==> config.mk <==
export PLATFORM = sky130hd
export DESIGN_NAME = pcFetchTop
export DESIGN_NICKNAME = d
export VERILOG_FILES = /design/src/design/pcFetchPkg.sv /design/src/design/instrMem.sv /design/src/design/apbRegs.sv /design/src/design/fetchSequencer.sv /design/src/design/stepCounter.sv /design/src/design/progCounter.sv /design/src/design/pcFetchTop.sv
export VERILOG_INCLUDE_DIRS = /design/src /design/src/design
export SDC_FILE = /design/constraint.sdc
export NUM_CORES = 2
export LEC_CHECK = 0
export BUFFER_PORTS_ARGS = -buffer_cell sky130_fd_sc_hd__buf_2
export CORE_UTILIZATION = 45
export DETAILED_ROUTE_END_ITERATION = 8
export SKIP_LAST_GASP = 1
export SYNTH_ARGS = -nofsm -noshare
export SYNTH_HDL_FRONTEND = slang
export SYNTH_HIERARCHICAL = 1
export SYNTH_SLANG_ARGS = --single-unit
export TNS_END_PERCENT = 100
==> constraint.sdc <==
create_clock -name CLK -period 9.6 [get_ports CLK]
set_input_delay 1.92 -clock CLK [delete_from_list [all_inputs] [get_ports CLK]]
set_output_delay 1.92 -clock CLK [all_outputs]
set_load 0.02 [all_outputs]
==> src/design/pcFetch_cfg.svh <==
/*
 * Build-time constants for the fetch subsystem.
 * IMEM_AW must be wide enough to index IMEM_WORDS entries.
 * Register offsets are byte offsets on an 8-bit APB address.
 */
`ifndef PCFETCH_CFG_SVH
`define PCFETCH_CFG_SVH

// every run begins here
`define RESET_PC      32'h0000_0000

// instruction memory geometry
`define IMEM_WORDS    64
`define IMEM_AW       6

// APB register map
`define REG_CTRL      8'h00
`define REG_STATUS    8'h04
`define REG_PC        8'h08
`define REG_LIMIT     8'h0C
`define REG_COUNT     8'h10
`define REG_LOADIDX   8'h14
`define REG_LOADDATA  8'h18

`endif

==> src/design/pcFetchPkg.sv <==
/*
 * Shared types for the fetch subsystem.
 * Opcode encodings sit in instruction bits 31..26; any other value
 * decodes as a sequential instruction.
 */
`default_nettype none

`include "pcFetch_cfg.svh"

package pcFetchPkg;

   typedef logic [31:0] word_t;

   // only the opcodes that steer the next PC
   typedef enum logic [5:0] {
      OP_SEQ    = 6'h00,
      OP_JUMP   = 6'h02,
      OP_BRANCH = 6'h04,
      OP_HALT   = 6'h3F
   } opcode_t;

   typedef enum logic [1:0] {
      ST_IDLE = 2'd0,
      ST_RUN  = 2'd1,
      ST_HALT = 2'd2
   } seqState_t;

   typedef struct packed {
      logic       psel;
      logic       penable;
      logic       pwrite;
      logic [7:0] paddr;
      word_t      pwdata;
   } apbReq_t;

   typedef struct packed {
      word_t prdata;
      logic  pready;
      logic  pslverr;
   } apbRsp_t;

   // host load path into instruction memory
   typedef struct packed {
      logic                en;
      logic [`IMEM_AW-1:0] idx;
      word_t               data;
   } memWrite_t;

   typedef struct packed {
      logic restart;
      logic advance;
   } runCtl_t;

   typedef struct packed {
      logic running;
      logic halted;
   } runStat_t;

endpackage

`default_nettype wire

==> src/design/instrMem.sv <==
/*
 * Instruction memory as a register array.
 * Contents are undefined until loaded over APB.
 * Write at the clock edge, read is combinational.
 */
`timescale 1ns/100ps
`default_nettype none

`include "pcFetch_cfg.svh"

module instrMem
   import pcFetchPkg::*;
(
   input  logic                CLK,
   input  memWrite_t           memWr,
   input  logic [`IMEM_AW-1:0] idx,
   output word_t               instr
);

   word_t mem [`IMEM_WORDS];

   always_ff @(posedge CLK) begin
      if (memWr.en) begin
         mem[memWr.idx] <= memWr.data;
      end
   end

   // asynchronous fetch port
   assign instr = mem[idx];

endmodule

`default_nettype wire

==> src/design/apbRegs.sv <==
/*
 * APB slave with no wait states; pready is tied high.
 * Loads into memory are refused while a run is in progress.
 * PC, COUNT and STATUS are read-only and answer writes with pslverr.
 */
`timescale 1ns/100ps
`default_nettype none

`include "pcFetch_cfg.svh"

module apbRegs
   import pcFetchPkg::*;
(
   input  logic      CLK,
   input  logic      rst,
   input  apbReq_t   apbReq,
   output apbRsp_t   apbRsp,
   input  runStat_t  stat,
   input  word_t     pc,
   input  word_t     count,
   output logic      start,
   output word_t     limit,
   output memWrite_t memWr
);

   logic                access;
   logic                mapped;
   logic                badWrite;
   logic                slvErr;
   logic                wrOk;
   logic [`IMEM_AW-1:0] loadIdx;
   word_t               rdData;

   assign access = apbReq.psel && apbReq.penable;

   // offset decode, readback and per-register write legality
   always_comb begin
      mapped   = 1'b1;
      badWrite = 1'b0;
      rdData   = '0;
      case (apbReq.paddr)
         `REG_CTRL: rdData = '0;
         `REG_STATUS: begin
            rdData   = {30'b0, stat.halted, stat.running};
            badWrite = 1'b1;
         end
         `REG_PC: begin
            rdData   = pc;
            badWrite = 1'b1;
         end
         `REG_LIMIT: rdData = limit;
         `REG_COUNT: begin
            rdData   = count;
            badWrite = 1'b1;
         end
         `REG_LOADIDX: begin
            rdData   = {{(32-`IMEM_AW){1'b0}}, loadIdx};
            badWrite = stat.running;
         end
         // write-only data port
         `REG_LOADDATA: badWrite = stat.running;
         default: mapped = 1'b0;
      endcase
   end

   assign slvErr = access && (!mapped || (apbReq.pwrite && badWrite));
   assign wrOk   = access && apbReq.pwrite && !slvErr;

   assign memWr.en   = wrOk && (apbReq.paddr == `REG_LOADDATA);
   assign memWr.idx  = loadIdx;
   assign memWr.data = apbReq.pwdata;

   assign apbRsp.prdata  = rdData;
   assign apbRsp.pready  = 1'b1;
   assign apbRsp.pslverr = slvErr;

   always_ff @(posedge CLK) begin
      if (rst) begin
         start   <= 1'b0;
         limit   <= '0;
         loadIdx <= '0;
      end else begin
         // registered so the sequencer sees it one cycle after access
         start <= wrOk && (apbReq.paddr == `REG_CTRL) && apbReq.pwdata[0];
         if (wrOk && (apbReq.paddr == `REG_LIMIT)) begin
            limit <= apbReq.pwdata;
         end
         if (wrOk && (apbReq.paddr == `REG_LOADIDX)) begin
            loadIdx <= apbReq.pwdata[`IMEM_AW-1:0];
         end else if (memWr.en) begin
            // auto-increment, wraps at memory depth
            loadIdx <= (loadIdx == `IMEM_AW'(`IMEM_WORDS - 1)) ? '0 : loadIdx + 1'b1;
         end
      end
   end

   // master must hold address and direction across setup and access
   assert property (@(posedge CLK) disable iff (rst)
      (apbReq.psel && !apbReq.penable) |=> $stable(apbReq.paddr) && $stable(apbReq.pwrite))
      else $error("APB paddr or pwrite changed between setup and access");

endmodule

`default_nettype wire

==> src/design/fetchSequencer.sv <==
/*
 * Run control: idle, run, halted.
 * A start in idle or halted restarts from RESET_PC; a start while
 * running is ignored.
 */
`timescale 1ns/100ps
`default_nettype none

module fetchSequencer
   import pcFetchPkg::*;
(
   input  logic     CLK,
   input  logic     rst,
   input  logic     start,
   input  logic     isHalt,
   input  logic     atLimit,
   output runCtl_t  ctl,
   output runStat_t stat
);

   seqState_t state;
   seqState_t nextState;
   logic      stop;

   assign stop = isHalt || atLimit;

   assign ctl.restart = start && (state != ST_RUN);
   assign ctl.advance = (state == ST_RUN);

   assign stat.running = (state == ST_RUN);
   assign stat.halted  = (state == ST_HALT);

   always_comb begin
      nextState = state;
      case (state)
         ST_IDLE,
         ST_HALT: begin
            if (start) begin
               nextState = ST_RUN;
            end
         end
         ST_RUN: begin
            if (stop) begin
               nextState = ST_HALT;
            end
         end
         default: nextState = ST_IDLE;
      endcase
   end

   always_ff @(posedge CLK) begin
      if (rst) begin
         state <= ST_IDLE;
      end else begin
         state <= nextState;
      end
   end

   // fetching only follows a restart or an unstopped run cycle
   assert property (@(posedge CLK) disable iff (rst)
      ctl.advance |-> $past(ctl.restart || (ctl.advance && !stop)))
      else $error("advance raised without a restart or an unstopped run cycle");

endmodule

`default_nettype wire

==> src/design/stepCounter.sv <==
/*
 * Counts retired instructions for the current run.
 * A limit of 0 means unlimited. Lowering the limit below the count
 * mid-run is not supported.
 */
`timescale 1ns/100ps
`default_nettype none

module stepCounter
   import pcFetchPkg::*;
(
   input  logic    CLK,
   input  logic    rst,
   input  runCtl_t ctl,
   input  logic    retire,
   input  word_t   limit,
   output word_t   count,
   output logic    atLimit
);

   assign atLimit = (limit != '0) && (count == limit);

   always_ff @(posedge CLK) begin
      if (rst) begin
         count <= '0;
      end else if (ctl.restart) begin
         count <= '0;
      end else if (retire) begin
         count <= count + 32'd1;
      end
   end

   // retire is gated by atLimit upstream, so the count stops at the limit
   assert property (@(posedge CLK) disable iff (rst)
      (ctl.advance && (limit != '0) && $stable(limit)) |-> (count <= limit))
      else $error("step count %0d passed limit %0d", count, limit);

endmodule

`default_nettype wire

==> src/design/progCounter.sv <==
/*
 * Program counter with just enough decode to choose the next PC.
 * Branches are PC-relative to PC+4; jumps keep the top four bits of PC+4.
 * Unlisted opcodes fall through to PC+4.
 */
`timescale 1ns/100ps
`default_nettype none

`include "pcFetch_cfg.svh"

module progCounter
   import pcFetchPkg::*;
(
   input  logic    CLK,
   input  logic    rst,
   input  runCtl_t ctl,
   input  logic    halting,
   input  word_t   instr,
   output word_t   pc,
   output logic    isHalt,
   output logic    retire
);

   opcode_t op;
   word_t   seqPc;
   word_t   branchPc;
   word_t   jumpPc;
   word_t   nextPc;

   assign op = opcode_t'(instr[31:26]);

   assign seqPc    = pc + 32'd4;
   // sign-extended word offset
   assign branchPc = seqPc + {{14{instr[15]}}, instr[15:0], 2'b00};
   assign jumpPc   = {seqPc[31:28], instr[25:0], 2'b00};

   always_comb begin
      case (op)
         OP_BRANCH: nextPc = branchPc;
         OP_JUMP:   nextPc = jumpPc;
         default:   nextPc = seqPc;
      endcase
   end

   assign isHalt = (op == OP_HALT);

   // halt words and the limit-hit cycle are not retired
   assign retire = ctl.advance && !halting;

   always_ff @(posedge CLK) begin
      if (rst) begin
         pc <= `RESET_PC;
      end else if (ctl.restart) begin
         pc <= `RESET_PC;
      end else if (retire) begin
         pc <= nextPc;
      end
   end

   assert property (@(posedge CLK) disable iff (rst) pc[1:0] == 2'b00)
      else $error("PC %h not word aligned", pc);

endmodule

`default_nettype wire

==> src/design/pcFetchTop.sv <==
/*
 * Instruction-fetch subsystem top level.
 * Memory is indexed by PC bits 7..2, so far targets alias into it.
 * fetchValid marks each retired word; done is high while halted.
 */
`timescale 1ns/100ps
`default_nettype none

`include "pcFetch_cfg.svh"

module pcFetchTop
   import pcFetchPkg::*;
(
   input  logic    CLK,
   input  logic    rst,
   input  apbReq_t apbReq,
   output apbRsp_t apbRsp,
   output word_t   fetchAddr,
   output logic    fetchValid,
   output logic    done
);

   runCtl_t   ctl;
   runStat_t  stat;
   memWrite_t memWr;
   word_t     pc;
   word_t     count;
   word_t     limit;
   word_t     instr;
   logic      start;
   logic      isHalt;
   logic      atLimit;
   logic      halting;
   logic      retire;

   // single stop condition for the PC
   assign halting = isHalt || atLimit;

   apbRegs regs (
      .CLK    (CLK),
      .rst    (rst),
      .apbReq (apbReq),
      .apbRsp (apbRsp),
      .stat   (stat),
      .pc     (pc),
      .count  (count),
      .start  (start),
      .limit  (limit),
      .memWr  (memWr)
   );

   fetchSequencer seq (
      .CLK     (CLK),
      .rst     (rst),
      .start   (start),
      .isHalt  (isHalt),
      .atLimit (atLimit),
      .ctl     (ctl),
      .stat    (stat)
   );

   stepCounter steps (
      .CLK     (CLK),
      .rst     (rst),
      .ctl     (ctl),
      .retire  (retire),
      .limit   (limit),
      .count   (count),
      .atLimit (atLimit)
   );

   progCounter pcReg (
      .CLK     (CLK),
      .rst     (rst),
      .ctl     (ctl),
      .halting (halting),
      .instr   (instr),
      .pc      (pc),
      .isHalt  (isHalt),
      .retire  (retire)
   );

   instrMem imem (
      .CLK   (CLK),
      .memWr (memWr),
      .idx   (pc[`IMEM_AW+1:2]),
      .instr (instr)
   );

   assign fetchAddr  = pc;
   assign fetchValid = retire;
   assign done       = stat.halted;

endmodule

`default_nettype wire

* After elaboration in Yosys (flattened, before gate mapping)
Memory sizes are Yosys's and may differ from the RTL's. A register that Yosys moved wholly into a read port is not among the register bits.
Cells that the tools add are included.
W data, S select, Z words.
** Word-level totals
- Word-level logic and storage cells :: 69
- Output and inout port bits :: 68
- Flip-flop bits (word level) :: 105
- Memories kept :: 1
- Bits of input ports :: 45
- Memory bits (writable) :: 2048
** Memory list
- imem.mem :: depth 64, width 32, rd ports 1, clocked after Yosys merged registers in 1, wr ports 1, RTL line instrMem.sv:20 : word_t mem [`IMEM_WORDS];
** Cells by class
- Reduce and logical (&&, ||, !) cells :: 28
- $add $sub $neg :: 4
- Equal/unequal tests :: 16
- Multiplexer cells :: 14
** Operators by type and width (number)
- $pmux W32 S5 :: 1
- $pmux W32 S2 :: 1
- $add A32 B1 Y32 const B :: 1
- $add A32 B3 Y32 const B :: 1
- $add A32 B32 Y32 :: 1
- $eq A32 B32 Y1 :: 1
- $reduce_bool A32 Y1 :: 1
- $mux W6 :: 5
- $eq A8 B5 Y1 const B :: 3
- $eq A8 B4 Y1 const B :: 2
- $logic_and A1 B1 Y1 :: 13
- $eq A6 B6 Y1 const B :: 2
- $eq A8 B3 Y1 const B :: 1
- $logic_not A8 Y1 :: 1
- $reduce_or A7 Y1 :: 1
- $add A6 B1 Y6 const B :: 1
- $eq A6 B2 Y1 const B :: 1
- $eq A6 B3 Y1 const B :: 1
- $reduce_or A2 Y1 :: 3
- $mux W2 :: 2
- $ne A2 B2 Y1 const B :: 2
- $pmux W2 S2 :: 1
- $logic_not A1 Y1 :: 3
- $mux W1 :: 3
- other kinds (9) :: 10

* Logic depth before layout (Yosys ltp)
- Depth in word-level cells :: 11
- Mapped depth :: 24

* Modules after synthesis
The synthesis kept the hierarchy.
** By module, submodules not included
- instrMem :: instances 1, cells an instance 3292, area an instance 77874.7 um^2
- progCounter :: instances 1, cells an instance 509, area an instance 3773.6 um^2
- apbRegs :: instances 1, cells an instance 332, area an instance 2633.8 um^2
- stepCounter :: instances 1, cells an instance 236, area an instance 1941.9 um^2
- fetchSequencer :: instances 1, cells an instance 13, area an instance 113.9 um^2
- pcFetchTop :: instances 1, cells an instance 1, area an instance 6.3 um^2

* Least setup slack after synthesis
No wires, ideal clock.
- Path type :: input-to-reg
- Start point :: input port apbReq[34] in the netlist's numbering
- End point :: memory imem/mem[49][0] in the netlist's numbering (enable)
- Cell stages on the path :: 5
- Path slack :: 3733 ps
- Arrival time :: 5406 ps
- Library setup time :: 461 ps
- Required time :: 9139 ps
- Cell sequence :: or4b_1 and4b_1 nor2b_1 nand4_1 nor3_1
** RTL lines
- start: declaration :: RTL line pcFetchTop.sv:16 : input apbReq_t apbReq,
- end: declaration :: RTL line instrMem.sv:20

==> metrics.md <==
| Metric | Value |
|---|---|
| R2R setup slack | `2860 ps` |
| Clock skew | `46.4 ps` |
| Fmax | `138 MHz` |
| Most frequent cells in the layout | `edfxtp_1 (2,048), mux4_2 (544), clkbuf_16 (212)` |
| Met2 WL | `114,000 um` |
| Maximum vdd ir drop | `between 0.00015 and 0.0002 V` |
| Setup Buffers After CTS | `0` |
| Clock root buffer | `clkbuf_16` |
| Sink Count | `2,151` |
| Syn Inst Count | `4,383` |
| Met1 WL | `97,800 um` |
| Initial antenna violation count | `17` |
| Clk Latency, worst-skew pair | `870 ps` |
| Worst slew margin | `18.8%` |
| GR Util All Layers | `about 25%` |
| Worst Setup Start Kind | `register` |
| Number of global-route vias before repair | `44,500` |
| Switch Pwr | `between 3 and 4 mW` |
| I/O Pins | `113` |
| Hold_sp | `steps/count[31]` |
| Post-detailed-route DRC marker count | `0` |
| Setup violations, final | `0` |
| Post-CTS Hold Fix Bufs | `0` |
| Core area | `about 0.19 sq mm` |
| TritonCTS clock tree | `yes` |
| TNS Setup | `0 ps` |
| Hold Fails Final Rpt | `0` |
| Storage element area | `0.0636 sq mm` |
| WL met3 | `21,000 um` |
| TritonRoute pass-1 iters | `5` |
| Seq pwr share | `a little under three fifths` |
| Clock Power Share | `43.3%` |
| Synthesized cell area | `0.0863 sq mm` |
| Design area | `about 0.097 sq mm` |
| Seq/Total Area, Yosys | `73.6%` |
| Vias/cell | `6.27` |
| Initial Util | `a little under half` |
| Die area | `around 0.19 sq mm` |
| CTS Buf Count | `roughly 210` |
| Placed wire-length estimate | `about 130,000 um` |
| Worst slew pin tran | `1220 ps` |
| Status | `complete, no violations` |
| Largest net degree at the start of global routing | `96` |
| WHS Path Cells | `2` |
| Synth cell types | `between 90 and 100` |
| Clock Pin Slew Worst Setup and Hold Paths | `60 ps` |
| GRT Residual Overflow | `0` |
| Number of port buffers | `109` |
| RSZ-0062 raised after global routing | `false` |
| Routability cong. | `0.864` |
| Critical Path RT | `7680 ps` |
| Tmin final | `approximately 7300 ps` |
| Type of destination of the critical path | `output pin` |
| Area of the multi-input gates | `0.0218 sq mm` |
| # fillers | `15,000` |
| Die width | `approximately 440 um` |
| Setup CP Type | `reg -> out` |
| # resized after CTS | `0` |
| Top FF cell, synth | `edfxtp_1` |
| Reg2reg path depth | `15` |
| Max-cap violations | `0` |
| Lkg Pwr | `30.1 nW` |
| H-tree levels | `4` |
| Synthesis-to-finish area growth | `12.4%` |
| Combinational group share of total power | `~1.2%` |
| Data arrival, critical path | `5340 ps` |
| Syn avg cell area | `19.7 sq um` |
| Commonest non-fill, non-tap cell in the layout | `edfxtp_1` |
| Sw frac | `around 20%` |
| HP Class | `reg -> reg` |
| RR Startpoint | `pcReg/pc[2]` |
| Highest routed layer | `met4` |
| Hold path endpoint | `steps/count[31]` |
| Final hold slack | `516 ps` |
| RR Endpoint | `steps/count[19]` |
| CP max FO | `40` |
| Average wire per cell in the routed design | `roughly 33 um` |
| Clock Path Buffers | `3` |
| Rows | `160` |
| Cell-internal power | `14.8 mW` |
| Pins over their slew limit | `0` |
| Die Ht | `between 400 and 500 um` |
| Number of synthesized register bits | `2,151` |
| Final wirelength | `approximately 240,000 um` |
| EDFF count, synth | `roughly 2,000` |
| Placed cell areas | `0.0904 sq mm` |
| Post-synth ARST share | `0%` |
| Syn. warnings | `6` |
| Pwr/cell area | `~190 mW/mm^2` |
| Share of layout cells above drive strength 1 | `25.6%` |
| Layout Nets | `about 4,700` |
| Final ANT Viol Nets | `0` |
| Period utilization | `between 70% and 80%` |
| Vias | `45,700` |
| First-pass GRT wire length | `approximately 340,000 um` |
| DRT iter0 DRCs | `6,238` |
## cells in the mapped netlist (8+ instances only)
cell type	n	area, sq um
or3_1	16	100
a21o_1	10	75.1
nand4_1	25	156
a311oi_1	8	70.1
xnor2_1	41	359
ha_1	38	475
edfxtp_1	2048	61500
nor2b_1	24	150
clkbuf_1	112	420
inv_1	19	71.3
nor4_1	25	156
nor2_1	237	890
o31ai_1	9	67.6
a221oi_1	23	201
and3_1	20	125
buf_2	70	350
mux2i_1	137	1370
buf_4	63	473
nand2_1	154	578
mux4_2	544	12300
buf_6	10	113
xor2_1	49	429
or4_1	11	82.6
buf_1	22	82.6
a21oi_1	143	716
nand3_1	38	190
dfxtp_1	103	2060
nor3_1	21	105
a22oi_1	40	300
a221o_1	8	80.1
o221ai_1	31	272
o22ai_1	88	551
nand2b_1	16	100
o21ai_0	57	285
## logic make-up after synthesis
family,synth area share [%]
fa+ha+maj,0.574
other cells,0.00870
flops,73.6
xor+xnor,0.932
compound gates,3.55
buf+inv,1.75
simple gates,3.77
mux,15.8
## through the flow
stage	power, mW	setup slack, ps	std cells	utilization, %
global placement	10.7	2990	6885	47.5
global route	18.9	2070	7274	51.0
detailed placement	10.7	2990	6885	47.5
CTS	18.6	2340	7274	51.0
finish	18.5	2340	7278	51.0
floorplan	10.6	3730	4384	-
## layer usage
layer	GRT usage (%)	up-vias
li1	-	18500
met1	36.1	24600
met2	38.8	2241
met3	3.77	311
met4	6.50	0
met5	0	-
## worst max-delay path by stage
stage | cells after the start | startpoint | endpoint
final | 11 | pcReg/pc[2] | fetchValid
after global routing | 13 | pcReg/pc[2] | fetchValid
after CTS | 11 | pcReg/pc[2] | fetchValid
after detailed placement | 15 | pcReg/pc[2] | steps/count[19]
after global placement | 15 | pcReg/pc[2] | steps/count[21]
after floorplan | 5 | apbReq[34] | imem/mem[49][0]
## power groups by stage
stage	sequential (mW)	clock [mW]	combinational [mW]
2_1_floorplan	10.5	0	0.0951
3_3_place_gp	10.5	0	0.214
3_5_place_dp	10.5	0	0.223
4_1_cts	10.3	8.13	0.223
5_1_grt	10.3	8.45	0.233
6_report	10.3	8.00	0.224
## flip-flops by register name, indices dropped and copies added, names as in the netlist
name	cells
imem/mem	2048
regs/limit	32
steps/count	32
pcReg/pc	30
regs/loadIdx	6
seq/state	2
regs/start	1
## final cells by class
class | count | area share (%)
antenna | 4 | 0.0103
clock buffer | 264 | 5.68
clock inverter | 125 | 1.15
inverter | 19 | 0.0735
multi-input combinational | 1936 | 22.4
sequential | 2151 | 65.5
tap | 2511 | 3.24
timing repair buffer | 268 | 1.90
## worst max-delay path, stage by stage, from the launching register on
cell and delay [ps]:
dfxtp_4 1020, buf_4 700, mux4_2 580, mux4_2 530, o22ai_1 430, nor2_1 130
nand4_1 110, nor2_1 180, or2_1 250, nand2b_1 170, inv_1 100, buf_2 190
Power figures use the tool's default switching activity.
